$ cat src/rtl/tlb_settings.svh
//****************************
// TLB settings
// Sizes and MIPS CP0 field positions
//****************************
`ifndef TLB_SETTINGS_SVH
`define TLB_SETTINGS_SVH

`define TLB_ENTRIES     16
`define TLB_IDX_W       4
`define ASID_W          8
`define VPN2_W          19
`define VPN2_LSB        13
`define PFN_W           20
`define PAGE_OFS_W      12

// EntryLo layout
`define LO_PFN_LSB      6
`define LO_C_LSB        3
`define LO_D_BIT        2
`define LO_V_BIT        1
`define LO_G_BIT        0

`define CACHED_ATTR     3   // Cacheable noncoherent
`define PROBE_MISS_BIT  31

`endif
$ cat src/rtl/tlb_pkg.sv
//****************************
// TLB package
// Entry layout, op codes, index type
//****************************
`include "tlb_settings.svh"

package tlb_pkg;

    typedef logic [`TLB_IDX_W-1:0] tlb_idx_t;

    typedef enum logic [1:0] {
        TLB_NOP = 2'd0,
        TLB_WI  = 2'd1,
        TLB_P   = 2'd2
    } tlb_op_e;

    // One 4 KB page of the pair
    typedef struct packed {
        logic [`PFN_W-1:0] pfn;
        logic [2:0]        c;
        logic              d;
        logic              v;
    } tlb_half_t;

    typedef struct packed {
        logic [`VPN2_W-1:0] vpn2;
        logic [`ASID_W-1:0] asid;
        logic               g;
        tlb_half_t          odd;
        tlb_half_t          even;
    } tlb_entry_t;

endpackage

$ cat src/rtl/tlb_mmu_top.sv
//****************************
// TLB MMU top
// Joint TLB with one data-side port
//****************************
`include "tlb_settings.svh"

module tlb_mmu_top (
    input  logic              clk,
    input  logic              rst,
    input  tlb_pkg::tlb_op_e  i_tlb_op,
    input  logic [31:0]       i_index,
    input  logic [31:0]       i_entry_hi,
    input  logic [31:0]       i_entry_lo0,
    input  logic [31:0]       i_entry_lo1,
    input  logic              i_en,
    input  logic [31:0]       i_vaddr,
    input  logic              i_store,
    input  logic              i_stall,
    output logic              o_rdy,
    output logic [31:0]       o_paddr,
    output logic              o_cached,
    output logic              o_refill,
    output logic              o_invalid,
    output logic              o_modified,
    output logic              o_probe_wen,
    output logic [31:0]       o_probe_index
);

    logic [31:0]          lk_vaddr;
    logic [`ASID_W-1:0]   lk_asid;
    tlb_pkg::tlb_idx_t    lk_hit_idx;
    logic                 lk_miss;
    tlb_pkg::tlb_idx_t    sel_idx;
    logic                 sel_miss;
    tlb_pkg::tlb_entry_t  sel_entry;
    logic                 lk_capture;
    logic                 lk_done;

    tlb_entry_array tlb_entry_array_inst (
        .clk           (clk),
        .rst           (rst),
        .i_tlb_op      (i_tlb_op),
        .i_index       (i_index),
        .i_entry_hi    (i_entry_hi),
        .i_entry_lo0   (i_entry_lo0),
        .i_entry_lo1   (i_entry_lo1),
        .i_lk_vaddr    (lk_vaddr),
        .i_lk_asid     (lk_asid),
        .i_sel_idx     (sel_idx),
        .o_lk_hit_idx  (lk_hit_idx),
        .o_lk_miss     (lk_miss),
        .o_sel_entry   (sel_entry),
        .o_probe_wen   (o_probe_wen),
        .o_probe_index (o_probe_index)
    );

    tlb_lookup_stage tlb_lookup_stage_inst (
        .clk        (clk),
        .rst        (rst),
        .i_capture  (lk_capture),
        .i_vaddr    (i_vaddr),
        .i_entry_hi (i_entry_hi),
        .i_hit_idx  (lk_hit_idx),
        .i_miss     (lk_miss),
        .o_lk_vaddr (lk_vaddr),
        .o_lk_asid  (lk_asid),
        .o_sel_idx  (sel_idx),
        .o_sel_miss (sel_miss),
        .o_done     (lk_done)
    );

    tlb_translate_stage tlb_translate_stage_inst (
        .clk         (clk),
        .rst         (rst),
        .i_en        (i_en),
        .i_store     (i_store),
        .i_stall     (i_stall),
        .i_tlb_op    (i_tlb_op),
        .i_lk_vaddr  (lk_vaddr),
        .i_sel_entry (sel_entry),
        .i_sel_miss  (sel_miss),
        .i_done      (lk_done),
        .o_capture   (lk_capture),
        .o_rdy       (o_rdy),
        .o_paddr     (o_paddr),
        .o_cached    (o_cached),
        .o_refill    (o_refill),
        .o_invalid   (o_invalid),
        .o_modified  (o_modified)
    );

endmodule

$ cat src/rtl/tlb_translate_stage.sv
//****************************
// TLB translate stage
// Port FSM, address, flags, stall hold
//****************************
`include "tlb_settings.svh"

module tlb_translate_stage (
    input  logic                 clk,
    input  logic                 rst,
    input  logic                 i_en,
    input  logic                 i_store,
    input  logic                 i_stall,
    input  tlb_pkg::tlb_op_e     i_tlb_op,
    input  logic [31:0]          i_lk_vaddr,
    input  tlb_pkg::tlb_entry_t  i_sel_entry,
    input  logic                 i_sel_miss,
    input  logic                 i_done,
    output logic                 o_capture,
    output logic                 o_rdy,
    output logic [31:0]          o_paddr,
    output logic                 o_cached,
    output logic                 o_refill,
    output logic                 o_invalid,
    output logic                 o_modified
);

    typedef enum logic [1:0] {
        ST_IDLE,
        ST_XLATE,
        ST_READY
    } state_e;

    state_e              state;
    tlb_pkg::tlb_half_t  half;
    logic                finish;

    assign half      = i_lk_vaddr[`PAGE_OFS_W] ? i_sel_entry.odd : i_sel_entry.even;
    assign finish    = (state == ST_XLATE) && i_done;
    assign o_capture = (state == ST_IDLE) && i_en && !o_rdy &&
                       (i_tlb_op == tlb_pkg::TLB_NOP);  // CP0 ops take priority

    always_ff @(posedge clk or posedge rst) begin
        if (rst) begin
            state      <= ST_IDLE;
            o_rdy      <= 1'b0;
            o_refill   <= 1'b0;
            o_invalid  <= 1'b0;
            o_modified <= 1'b0;
        end else begin
            case (state)
                ST_IDLE: begin
                    if (o_capture) begin
                        state <= ST_XLATE;
                    end
                end
                ST_XLATE: begin
                    if (i_done) begin
                        state      <= ST_READY;
                        o_rdy      <= 1'b1;
                        o_refill   <= i_sel_miss;
                        o_invalid  <= !i_sel_miss && !half.v;
                        o_modified <= !i_sel_miss && i_store && !half.d;
                    end
                end
                ST_READY: begin
                    // Results held until the consumer releases
                    if (!i_stall) begin
                        state      <= ST_IDLE;
                        o_rdy      <= 1'b0;
                        o_refill   <= 1'b0;
                        o_invalid  <= 1'b0;
                        o_modified <= 1'b0;
                    end
                end
                default: state <= ST_IDLE;
            endcase
        end
    end

    always_ff @(posedge clk) begin
        if (finish) begin
            o_paddr  <= {half.pfn, i_lk_vaddr[`PAGE_OFS_W-1:0]};
            o_cached <= (half.c == 3'(`CACHED_ATTR));
        end
    end

endmodule

$ cat src/rtl/tlb_lookup_stage.sv
//****************************
// TLB lookup stage
// Request capture and hit index register
//****************************
`include "tlb_settings.svh"

module tlb_lookup_stage (
    input  logic                clk,
    input  logic                rst,
    input  logic                i_capture,
    input  logic [31:0]         i_vaddr,
    input  logic [31:0]         i_entry_hi,
    input  tlb_pkg::tlb_idx_t   i_hit_idx,
    input  logic                i_miss,
    output logic [31:0]         o_lk_vaddr,
    output logic [`ASID_W-1:0]  o_lk_asid,
    output tlb_pkg::tlb_idx_t   o_sel_idx,
    output logic                o_sel_miss,
    output logic                o_done
);

    logic pending;  // Compare running on captured request

    always_ff @(posedge clk or posedge rst) begin
        if (rst) begin
            pending <= 1'b0;
            o_done  <= 1'b0;
        end else begin
            pending <= i_capture;
            o_done  <= pending;
        end
    end

    always_ff @(posedge clk) begin
        if (i_capture) begin
            o_lk_vaddr <= i_vaddr;
            o_lk_asid  <= i_entry_hi[`ASID_W-1:0];
        end
    end

    // Hit result from the array's encoder
    always_ff @(posedge clk) begin
        if (pending) begin
            o_sel_idx  <= i_hit_idx;
            o_sel_miss <= i_miss;
        end
    end

endmodule

$ cat src/rtl/tlb_entry_array.sv
//****************************
// TLB entry array
// Storage, TLBWI, compare, TLBP result
//****************************
`include "tlb_settings.svh"

module tlb_entry_array (
    input  logic                 clk,
    input  logic                 rst,
    input  tlb_pkg::tlb_op_e     i_tlb_op,
    input  logic [31:0]          i_index,
    input  logic [31:0]          i_entry_hi,
    input  logic [31:0]          i_entry_lo0,
    input  logic [31:0]          i_entry_lo1,
    input  logic [31:0]          i_lk_vaddr,
    input  logic [`ASID_W-1:0]   i_lk_asid,
    input  tlb_pkg::tlb_idx_t    i_sel_idx,
    output tlb_pkg::tlb_idx_t    o_lk_hit_idx,
    output logic                 o_lk_miss,
    output tlb_pkg::tlb_entry_t  o_sel_entry,
    output logic                 o_probe_wen,
    output logic [31:0]          o_probe_index
);

    tlb_pkg::tlb_entry_t          entries [`TLB_ENTRIES];
    logic [`TLB_ENTRIES-1:0]      lk_hit;
    logic [`TLB_ENTRIES-1:0]      p_hit;
    tlb_pkg::tlb_idx_t            p_idx;
    logic                         p_miss;
    tlb_pkg::tlb_idx_t            wr_idx;
    tlb_pkg::tlb_entry_t          wr_entry;

    assign wr_idx = i_index[`TLB_IDX_W-1:0];

    always_comb begin
        wr_entry.vpn2      = i_entry_hi[`VPN2_LSB +: `VPN2_W];
        wr_entry.asid      = i_entry_hi[`ASID_W-1:0];
        wr_entry.g         = i_entry_lo0[`LO_G_BIT] & i_entry_lo1[`LO_G_BIT];
        wr_entry.even.pfn  = i_entry_lo0[`LO_PFN_LSB +: `PFN_W];
        wr_entry.even.c    = i_entry_lo0[`LO_C_LSB +: 3];
        wr_entry.even.d    = i_entry_lo0[`LO_D_BIT];
        wr_entry.even.v    = i_entry_lo0[`LO_V_BIT];
        wr_entry.odd.pfn   = i_entry_lo1[`LO_PFN_LSB +: `PFN_W];
        wr_entry.odd.c     = i_entry_lo1[`LO_C_LSB +: 3];
        wr_entry.odd.d     = i_entry_lo1[`LO_D_BIT];
        wr_entry.odd.v     = i_entry_lo1[`LO_V_BIT];
    end

    always_ff @(posedge clk or posedge rst) begin
        if (rst) begin
            for (int i = 0; i < `TLB_ENTRIES; i++) begin
                entries[i] <= '0;
            end
        end else if (i_tlb_op == tlb_pkg::TLB_WI) begin
            entries[wr_idx] <= wr_entry;
        end
    end

    // Lookup uses the captured request, probe uses EntryHi directly
    for (genvar i = 0; i < `TLB_ENTRIES; i++) begin : g_cmp
        assign lk_hit[i] = (entries[i].vpn2 == i_lk_vaddr[`VPN2_LSB +: `VPN2_W]) &&
                           (entries[i].g || entries[i].asid == i_lk_asid);
        assign p_hit[i]  = (entries[i].vpn2 == i_entry_hi[`VPN2_LSB +: `VPN2_W]) &&
                           (entries[i].g || entries[i].asid == i_entry_hi[`ASID_W-1:0]);
    end

    tlb_prio_encode lk_enc_inst (
        .i_hit  (lk_hit),
        .o_idx  (o_lk_hit_idx),
        .o_miss (o_lk_miss)
    );

    tlb_prio_encode p_enc_inst (
        .i_hit  (p_hit),
        .o_idx  (p_idx),
        .o_miss (p_miss)
    );

    assign o_sel_entry = entries[i_sel_idx];

    always_ff @(posedge clk or posedge rst) begin
        if (rst) begin
            o_probe_wen <= 1'b0;
        end else begin
            o_probe_wen <= (i_tlb_op == tlb_pkg::TLB_P);   // One-cycle strobe
        end
    end

    always_ff @(posedge clk) begin
        if (i_tlb_op == tlb_pkg::TLB_P) begin
            o_probe_index <= '0;
            if (p_miss) begin
                o_probe_index[`PROBE_MISS_BIT] <= 1'b1;
            end else begin
                o_probe_index[`TLB_IDX_W-1:0] <= p_idx;
            end
        end
    end

endmodule

$ cat src/rtl/tlb_prio_encode.sv
//****************************
// TLB priority encoder
// Lowest set hit bit to an index
//****************************
`include "tlb_settings.svh"

module tlb_prio_encode (
    input  logic [`TLB_ENTRIES-1:0] i_hit,
    output tlb_pkg::tlb_idx_t       o_idx,
    output logic                    o_miss
);

    always_comb begin
        o_idx = '0;
        // Scan downward so the lowest hit wins
        for (int i = `TLB_ENTRIES - 1; i >= 0; i--) begin
            if (i_hit[i]) begin
                o_idx = tlb_pkg::tlb_idx_t'(i);
            end
        end
    end

    assign o_miss = ~|i_hit;

endmodule

$ cat config.mk
export PLATFORM = sky130hd
export DESIGN_NAME = tlb_mmu_top
export DESIGN_NICKNAME = d
export VERILOG_FILES = /design/src/rtl/tlb_pkg.sv /design/src/rtl/tlb_mmu_top.sv /design/src/rtl/tlb_translate_stage.sv /design/src/rtl/tlb_lookup_stage.sv /design/src/rtl/tlb_entry_array.sv /design/src/rtl/tlb_prio_encode.sv
export VERILOG_INCLUDE_DIRS = /design/src /design/src/rtl
export SDC_FILE = /design/constraint.sdc
export NUM_CORES = 2
export LEC_CHECK = 0
export BUFFER_PORTS_ARGS = -buffer_cell sky130_fd_sc_hd__buf_2
export CAP_MARGIN = 20
export CORE_MARGIN = 1
export CORE_UTILIZATION = 50
export DETAILED_ROUTE_END_ITERATION = 8
export GPL_ROUTABILITY_DRIVEN = 0
export HOLD_SLACK_MARGIN = 0.15
export PLACE_DENSITY = 0.68
export SLEW_MARGIN = 20
export SYNTH_ARGS = -nofsm -noshare
export SYNTH_HDL_FRONTEND = slang
export SYNTH_SLANG_ARGS = --single-unit
$ cat constraint.sdc
create_clock -name clk -period 119 [get_ports clk]
set_clock_uncertainty 0.1 [all_clocks]
set_input_delay 35.7 -clock clk [delete_from_list [all_inputs] [get_ports clk]]
set_output_delay 35.7 -clock clk [all_outputs]
set_load 0.005 [all_outputs]
Word level (Yosys, flattened, before mapping)
Cells that the tools add are included.
{"block": "op_classes", "bitwise": 4, "n_reduce_logical": 91, "n_mux": 51, "n_eq_ne": 72, "n_lt_le_gt_ge": 3}
{"cell": "bitwise mux 1248 bit", "count": 1}
{"cell": "equality test 19 bit", "count": 32}
{"cell": "binary-select mux 78 bit (select 4 bit)", "count": 1}
{"cell": "demux 78 bit (select 4 bit)", "count": 1}
{"cell": "equality test 8 bit", "count": 32}
{"cell": "two-way mux 50 bit", "count": 2}
{"cell": "two-way mux 78 bit", "count": 1}
{"cell": "two-way mux 4 bit", "count": 16}
{"cell": "logical AND 1 bit", "count": 40}
{"cell": "logical OR 1 bit", "count": 32}
{"cell": "OR reduction 16 bit", "count": 2}
{"cell": "two-way mux 25 bit", "count": 1}
{"cell": "two-way mux 3 bit", "count": 8}
{"cell": "two-way mux 2 bit", "count": 7}
{"cell": ">= comparator 5 bit, second input constant", "count": 2}
{"cell": "inverter 4 -> 5 bit", "count": 2}
{"cell": "OR reduction 9 bit", "count": 1}
{"cell": "two-way mux 1 bit", "count": 8}
{"cell": "one-hot mux 1 bit (2 select lines)", "count": 4}
{"cell": "OR reduction 8 bit", "count": 1}
{"cell": "!= test 2 bit, second input constant", "count": 3}
{"cell": "one-hot mux 2 bit (3 select lines)", "count": 1}
{"cell": "AND reduction 3 bit", "count": 2}
{"cell": "logical NOT 1 bit", "count": 5}
{"cell": "other kinds (12)", "count": 16}
{"block": "totals", "out_inout_bits": 70, "wordCells": 419, "inputBits": 167, "reg_bits": 1340}

Longest topological paths before layout
{"block": "depth", "depth_word": 18, "ltp_mapped": 12, "ltp_nobuf": 9}

Cells and area by module
From an unflattened synthesis, not the netlist that was laid out.
{"block": "unflattened", "hier_cells": 5129, "hier_area_um2": 69085.0}
{"mod": "tlb_entry_array", "n_inst": 1, "cells_each": 4930, "seq_area_each_um2": 31405.1, "area_per_inst_um2": 65768.1}
{"mod": "tlb_translate_stage", "n_inst": 1, "cells_each": 85, "seq_area_each_um2": 1141.1, "area_per_inst_um2": 1541.5}
{"mod": "tlb_lookup_stage", "n_inst": 1, "cells_each": 48, "seq_area_each_um2": 1401.3, "area_per_inst_um2": 1405.1}
{"mod": "tlb_prio_encode", "n_inst": 2, "cells_each": 33, "seq_area_each_um2": 0.0, "area_per_inst_um2": 185.2}

Worst setup path before layout
Ideal clock, no wire load.
{"block": "synth_path", "path_kind": "input to register", "from": "input port i_en", "to": "register tlb_lookup_stage_inst.o_lk_asid[0], enable pin", "arrival_time_ps": 39096, "stages": 2, "required_time_ps": 118409, "setup_ps": 491, "setup_slack_ps": 79313, "n_path_buf": 0, "cell_sequence": "or4b_2 > nor3_1"}
{"block": "synth_between", "elab_chain_len": 3}
{"item": "start: declaration", "line_no": "tlb_mmu_top.sv:15", "text": "input logic i_en,"}
{"item": "logical AND 1 bit (3 in a row)", "line_no": "tlb_translate_stage.sv:39", "text": "assign o_capture = (state == ST_IDLE) && i_en && !o_rdy &&"}
{"item": "net lk_capture", "line_no": "tlb_mmu_top.sv:36", "text": "logic lk_capture;"}
{"item": "end signal: assignment", "line_no": "tlb_lookup_stage.sv:37", "text": "o_lk_asid <= i_entry_hi[`ASID_W-1:0];"}
{"item": "end: declaration", "line_no": "tlb_lookup_stage.sv:16", "text": "output logic [`ASID_W-1:0] o_lk_asid,"}
The timed path passes the listed nets, and every way through them passes these cells.
A chain may end at the register's enable or synchronous reset.

==> results.txt <==
* Number of standard cells after synthesis: 4807
- The via count of the first global-routing pass came to 39912.
- The flow ran to the end, and the final reports show no timing, DRC or antenna violations.
* Worst hold start: tlb_lookup_stage_inst.o_lk_vaddr[0]
- Max-cap viol count: 0
- The mapped netlist covers 66200 µm².
* Pin count of the biggest net entering global routing: 180
* Cells resized by post-CTS repair: 0
- Actual slew at the worst max-slew pin: 1.18 ns
- CTS Root Buffer Type: sky130_fd_sc_hd__clkbuf_16
- In this run the remaining antenna-violating nets after routing total 0.
- The routed layout has 38806 vias.
- Measured on the finished design, the core utilization comes to 0.552.
- Bufs on Longest Clock Path: 3
- In the final routed layout, each cell accounts on average for 25.6 µm.
* Die Width: 366 µm
- Layout cell share with drive strength beyond 1: 0.389
* Wire length of the first global-routing pass: 260000 µm
* Detailed-route vias per instance: 5.82
- First-iteration detailed-routing DRC count: 2619
- Count of flip-flops with a built-in enable after synthesis: 83
- Cells taking the most area after synthesis: sky130_fd_sc_hd__dfrtp_1 48%, sky130_fd_sc_hd__mux2_2 20%, sky130_fd_sc_hd__xor2_1 8.8%, sky130_fd_sc_hd__mux4_2 7.5%, sky130_fd_sc_hd__edfxtp_1 3.8%
- The final layout contains routed wiring with a total length of 171000 µm.
- The number of antenna violations at the first check in global routing came to 21.
- Hold_buf cts: 0
* Area added between synthesis and finish: 9.55%
* Max Freq: 0.0255 GHz
- Core Box Area: 131000 µm²
- Summed over all failing endpoints, the final setup total negative slack is 0 ns.
* Setup crit start: rst
- The number of hold violations in the final report was 0.
* Critical setup path kind: primary input to async pin
- Class of the tightest hold or removal check: register to register
- Count of synthesis-stage warnings from yosys: 0
- The share of the Yosys chip area taken by registers is 0.513.
- The layout has 10722 filler cells.
* Effective utilization at floorplan: 0.504
- On the final layout, the worst hold slack is 0.316 ns.
- Summed over all nets, the half-perimeter wirelength after detailed placement is 94700 µm.
* Cell taking the most area after synthesis: sky130_fd_sc_hd__dfrtp_1
* Placement Rows: 133
- Clock-pin slew was measured on the worst setup and hold paths at 0.06 ns.
- The clock tree synthesis step divided the H-tree into 4 levels.
* Library cells used by synthesis: 58
- TritonCTS clock tree: done
* Crit path launch type: primary input
- In this run the worst path has a maximum fanout of 136.
- Of all flip-flops after synthesis, the portion carrying an async set or reset was 0.938.
- The startpoint identified for the worst register-to-register timing path is tlb_lookup_stage_inst.o_sel_idx[0].
- Measured against its own limit, the worst slew margin works out to 0.213.
* Total global-route track usage: 0.258
- Crit path required time: 119.66 ns
* Sinks on Clock Net: 1340
* Input/output buffers: 164
* Most used DFF post-synth: sky130_fd_sc_hd__dfrtp_1
* Later-pin clock latency in the skew report: 0.79 ns
- Crit end category: async pin
- Area fraction of the dominant cell type after synthesis: 0.475
- Signal arrival time at the worst endpoint: 39.81 ns
- Drt first pass iters: 5
* Setup fix buffers added after clock tree synthesis: 0
- The analysis attributes to cell leakage a power of 32.6 nW.
* Full die area: 134000 µm²
- Power density over the cells: 17.6 nW/µm²
* Net count, final: 4955
* DRC violation count after routing: 0
- A synthesized cell averages 13.8 µm².
* Setup repair after global routing missed its margin: false
* Setup Viol. Count Final: 0
- Sorting the synthesized cells by how often they occur yields 1257 x sky130_fd_sc_hd__dfrtp_1, 1175 x sky130_fd_sc_hd__mux2_2, 663 x sky130_fd_sc_hd__xor2_1.
- Global routing finished with a remaining overflow of 0.
- TritonCTS created 144 clock buffers.
- Total of flip-flops plus latches after synthesis: 1340
- The most common cell in the synthesized netlist is sky130_fd_sc_hd__dfrtp_1.
* Final worst path period need: 39.14 ns
- Maximum VDD drop: 0.0148 mV
- Of the available clock period, the critical path in the final layout requires 0.329.
- The final max-slew violation count came to 0.
- 237 I/O pins were placed.
- Die height: 366 µm
==> critical path, cell delays in order <==
cell and delay [ns]:
sky130_fd_sc_hd__buf_2 0.13, sky130_fd_sc_hd__inv_8 0.59, sky130_fd_sc_hd__buf_4 0.72, sky130_fd_sc_hd__buf_4 0.80, sky130_fd_sc_hd__buf_4 0.71, sky130_fd_sc_hd__buf_4 0.86
==> where the power goes <==
group          switching (W)  internal, W  total (W)
combinational      0.0000949     0.000127   0.000222
sequential         0.0000588     0.000545   0.000604
clock               0.000192     0.000257   0.000448
==> path summary, 6_finish.rpt <==
check | to | depth (start not counted) | slack [ns]
setup / recovery | tlb_entry_array_inst.entries[827] | 6 | 79.86
hold / removal | tlb_translate_stage_inst.o_paddr[0] | 0 | 0.32
setup reg to reg | tlb_translate_stage_inst.o_modified | 7 | 114.23
hold reg to reg | tlb_translate_stage_inst.o_paddr[0] | 0 | 0.32
max in group clk | tlb_entry_array_inst.o_probe_index[1] | 9 | 80.53
min in group asynchronous | tlb_entry_array_inst.entries[1018] | 2 | 35.02
==> state kept, by name, summed over array words and instances, names as in the netlist, 2 cells and up <==
register	flops
tlb_translate_stage_inst.o_paddr	32
tlb_entry_array_inst.o_probe_index	5
tlb_lookup_stage_inst.o_lk_asid	8
tlb_lookup_stage_inst.o_sel_idx	4
tlb_translate_stage_inst.state	2
tlb_lookup_stage_inst.o_lk_vaddr	32
tlb_entry_array_inst.entries	1248
==> area by class of cell <==
type	instances	area [µm²]	share of cell area
multi-input combinational	3040	30000	0.414
clock inverter	46	533	0.00735
timing repair buffer	249	1520	0.0210
sequential	1340	33900	0.468
tap	1755	2200	0.0303
antenna	7	17.5	0.000242
inverter	13	56.3	0.000777
clock buffer	213	4220	0.0583
==> layout by cell type (no fill, tap or decap), drive strengths merged, types with 6 or more instances in the layout <==
cell,Yosys,final
nand3,34,34
nor2b,7,7
diode,0,7
nand4,65,65
xor2,663,663
dfrtp,1257,1257
buf,293,249
o21ai,40,40
nor4,169,169
o211ai,8,8
clkbuf,147,213
xnor2,201,201
mux2,1175,1175
mux4,221,221
nand4b,15,15
edfxtp,83,83
nor3,28,28
nor2,29,29
a21oi,38,38
nand2,270,270
nand3b,8,8
conb,1,27
clkinv,0,32
inv,13,18
and3,6,6
==> through the flow <==
stage          instance area, µm²  setup WS, ns  power, W  instances
2_1_floorplan               66300         47.78  0.000780       4833
3_3_place_gp                67700         78.95  0.000824       6397
3_5_place_dp                67700         78.88  0.000834       6397
4_1_cts                     72500         79.74   0.00128       6656
5_1_grt                     72500         79.23   0.00133       6659
6_report                    72500         79.86   0.00127       6663
==> layer usage <==
| layer | routed length (µm) | vias up | GRT usage |
|---|---|---|---|
| met5 | 120 | - | 0 |
| met4 | 4930 | 18 | 0.0831 |
| met3 | 8930 | 273 | 0.0433 |
| met2 | 81600 | 868 | 0.414 |
| met1 | 75200 | 20708 | 0.357 |
| li1 | - | 16939 | - |
==> kinds of logic after synthesis <==
| kind of cell | share of synthesized area |
|---|---|
| and+or+nand+nor | 0.0503 |
| muxes | 0.276 |
| buffers and inverters | 0.0370 |
| xor gates and xnor gates | 0.115 |
| other | 0.0000567 |
| AOI/OAI and AO/OA | 0.00936 |
| DFF | 0.513 |
Power figures use the tool's default switching activity.
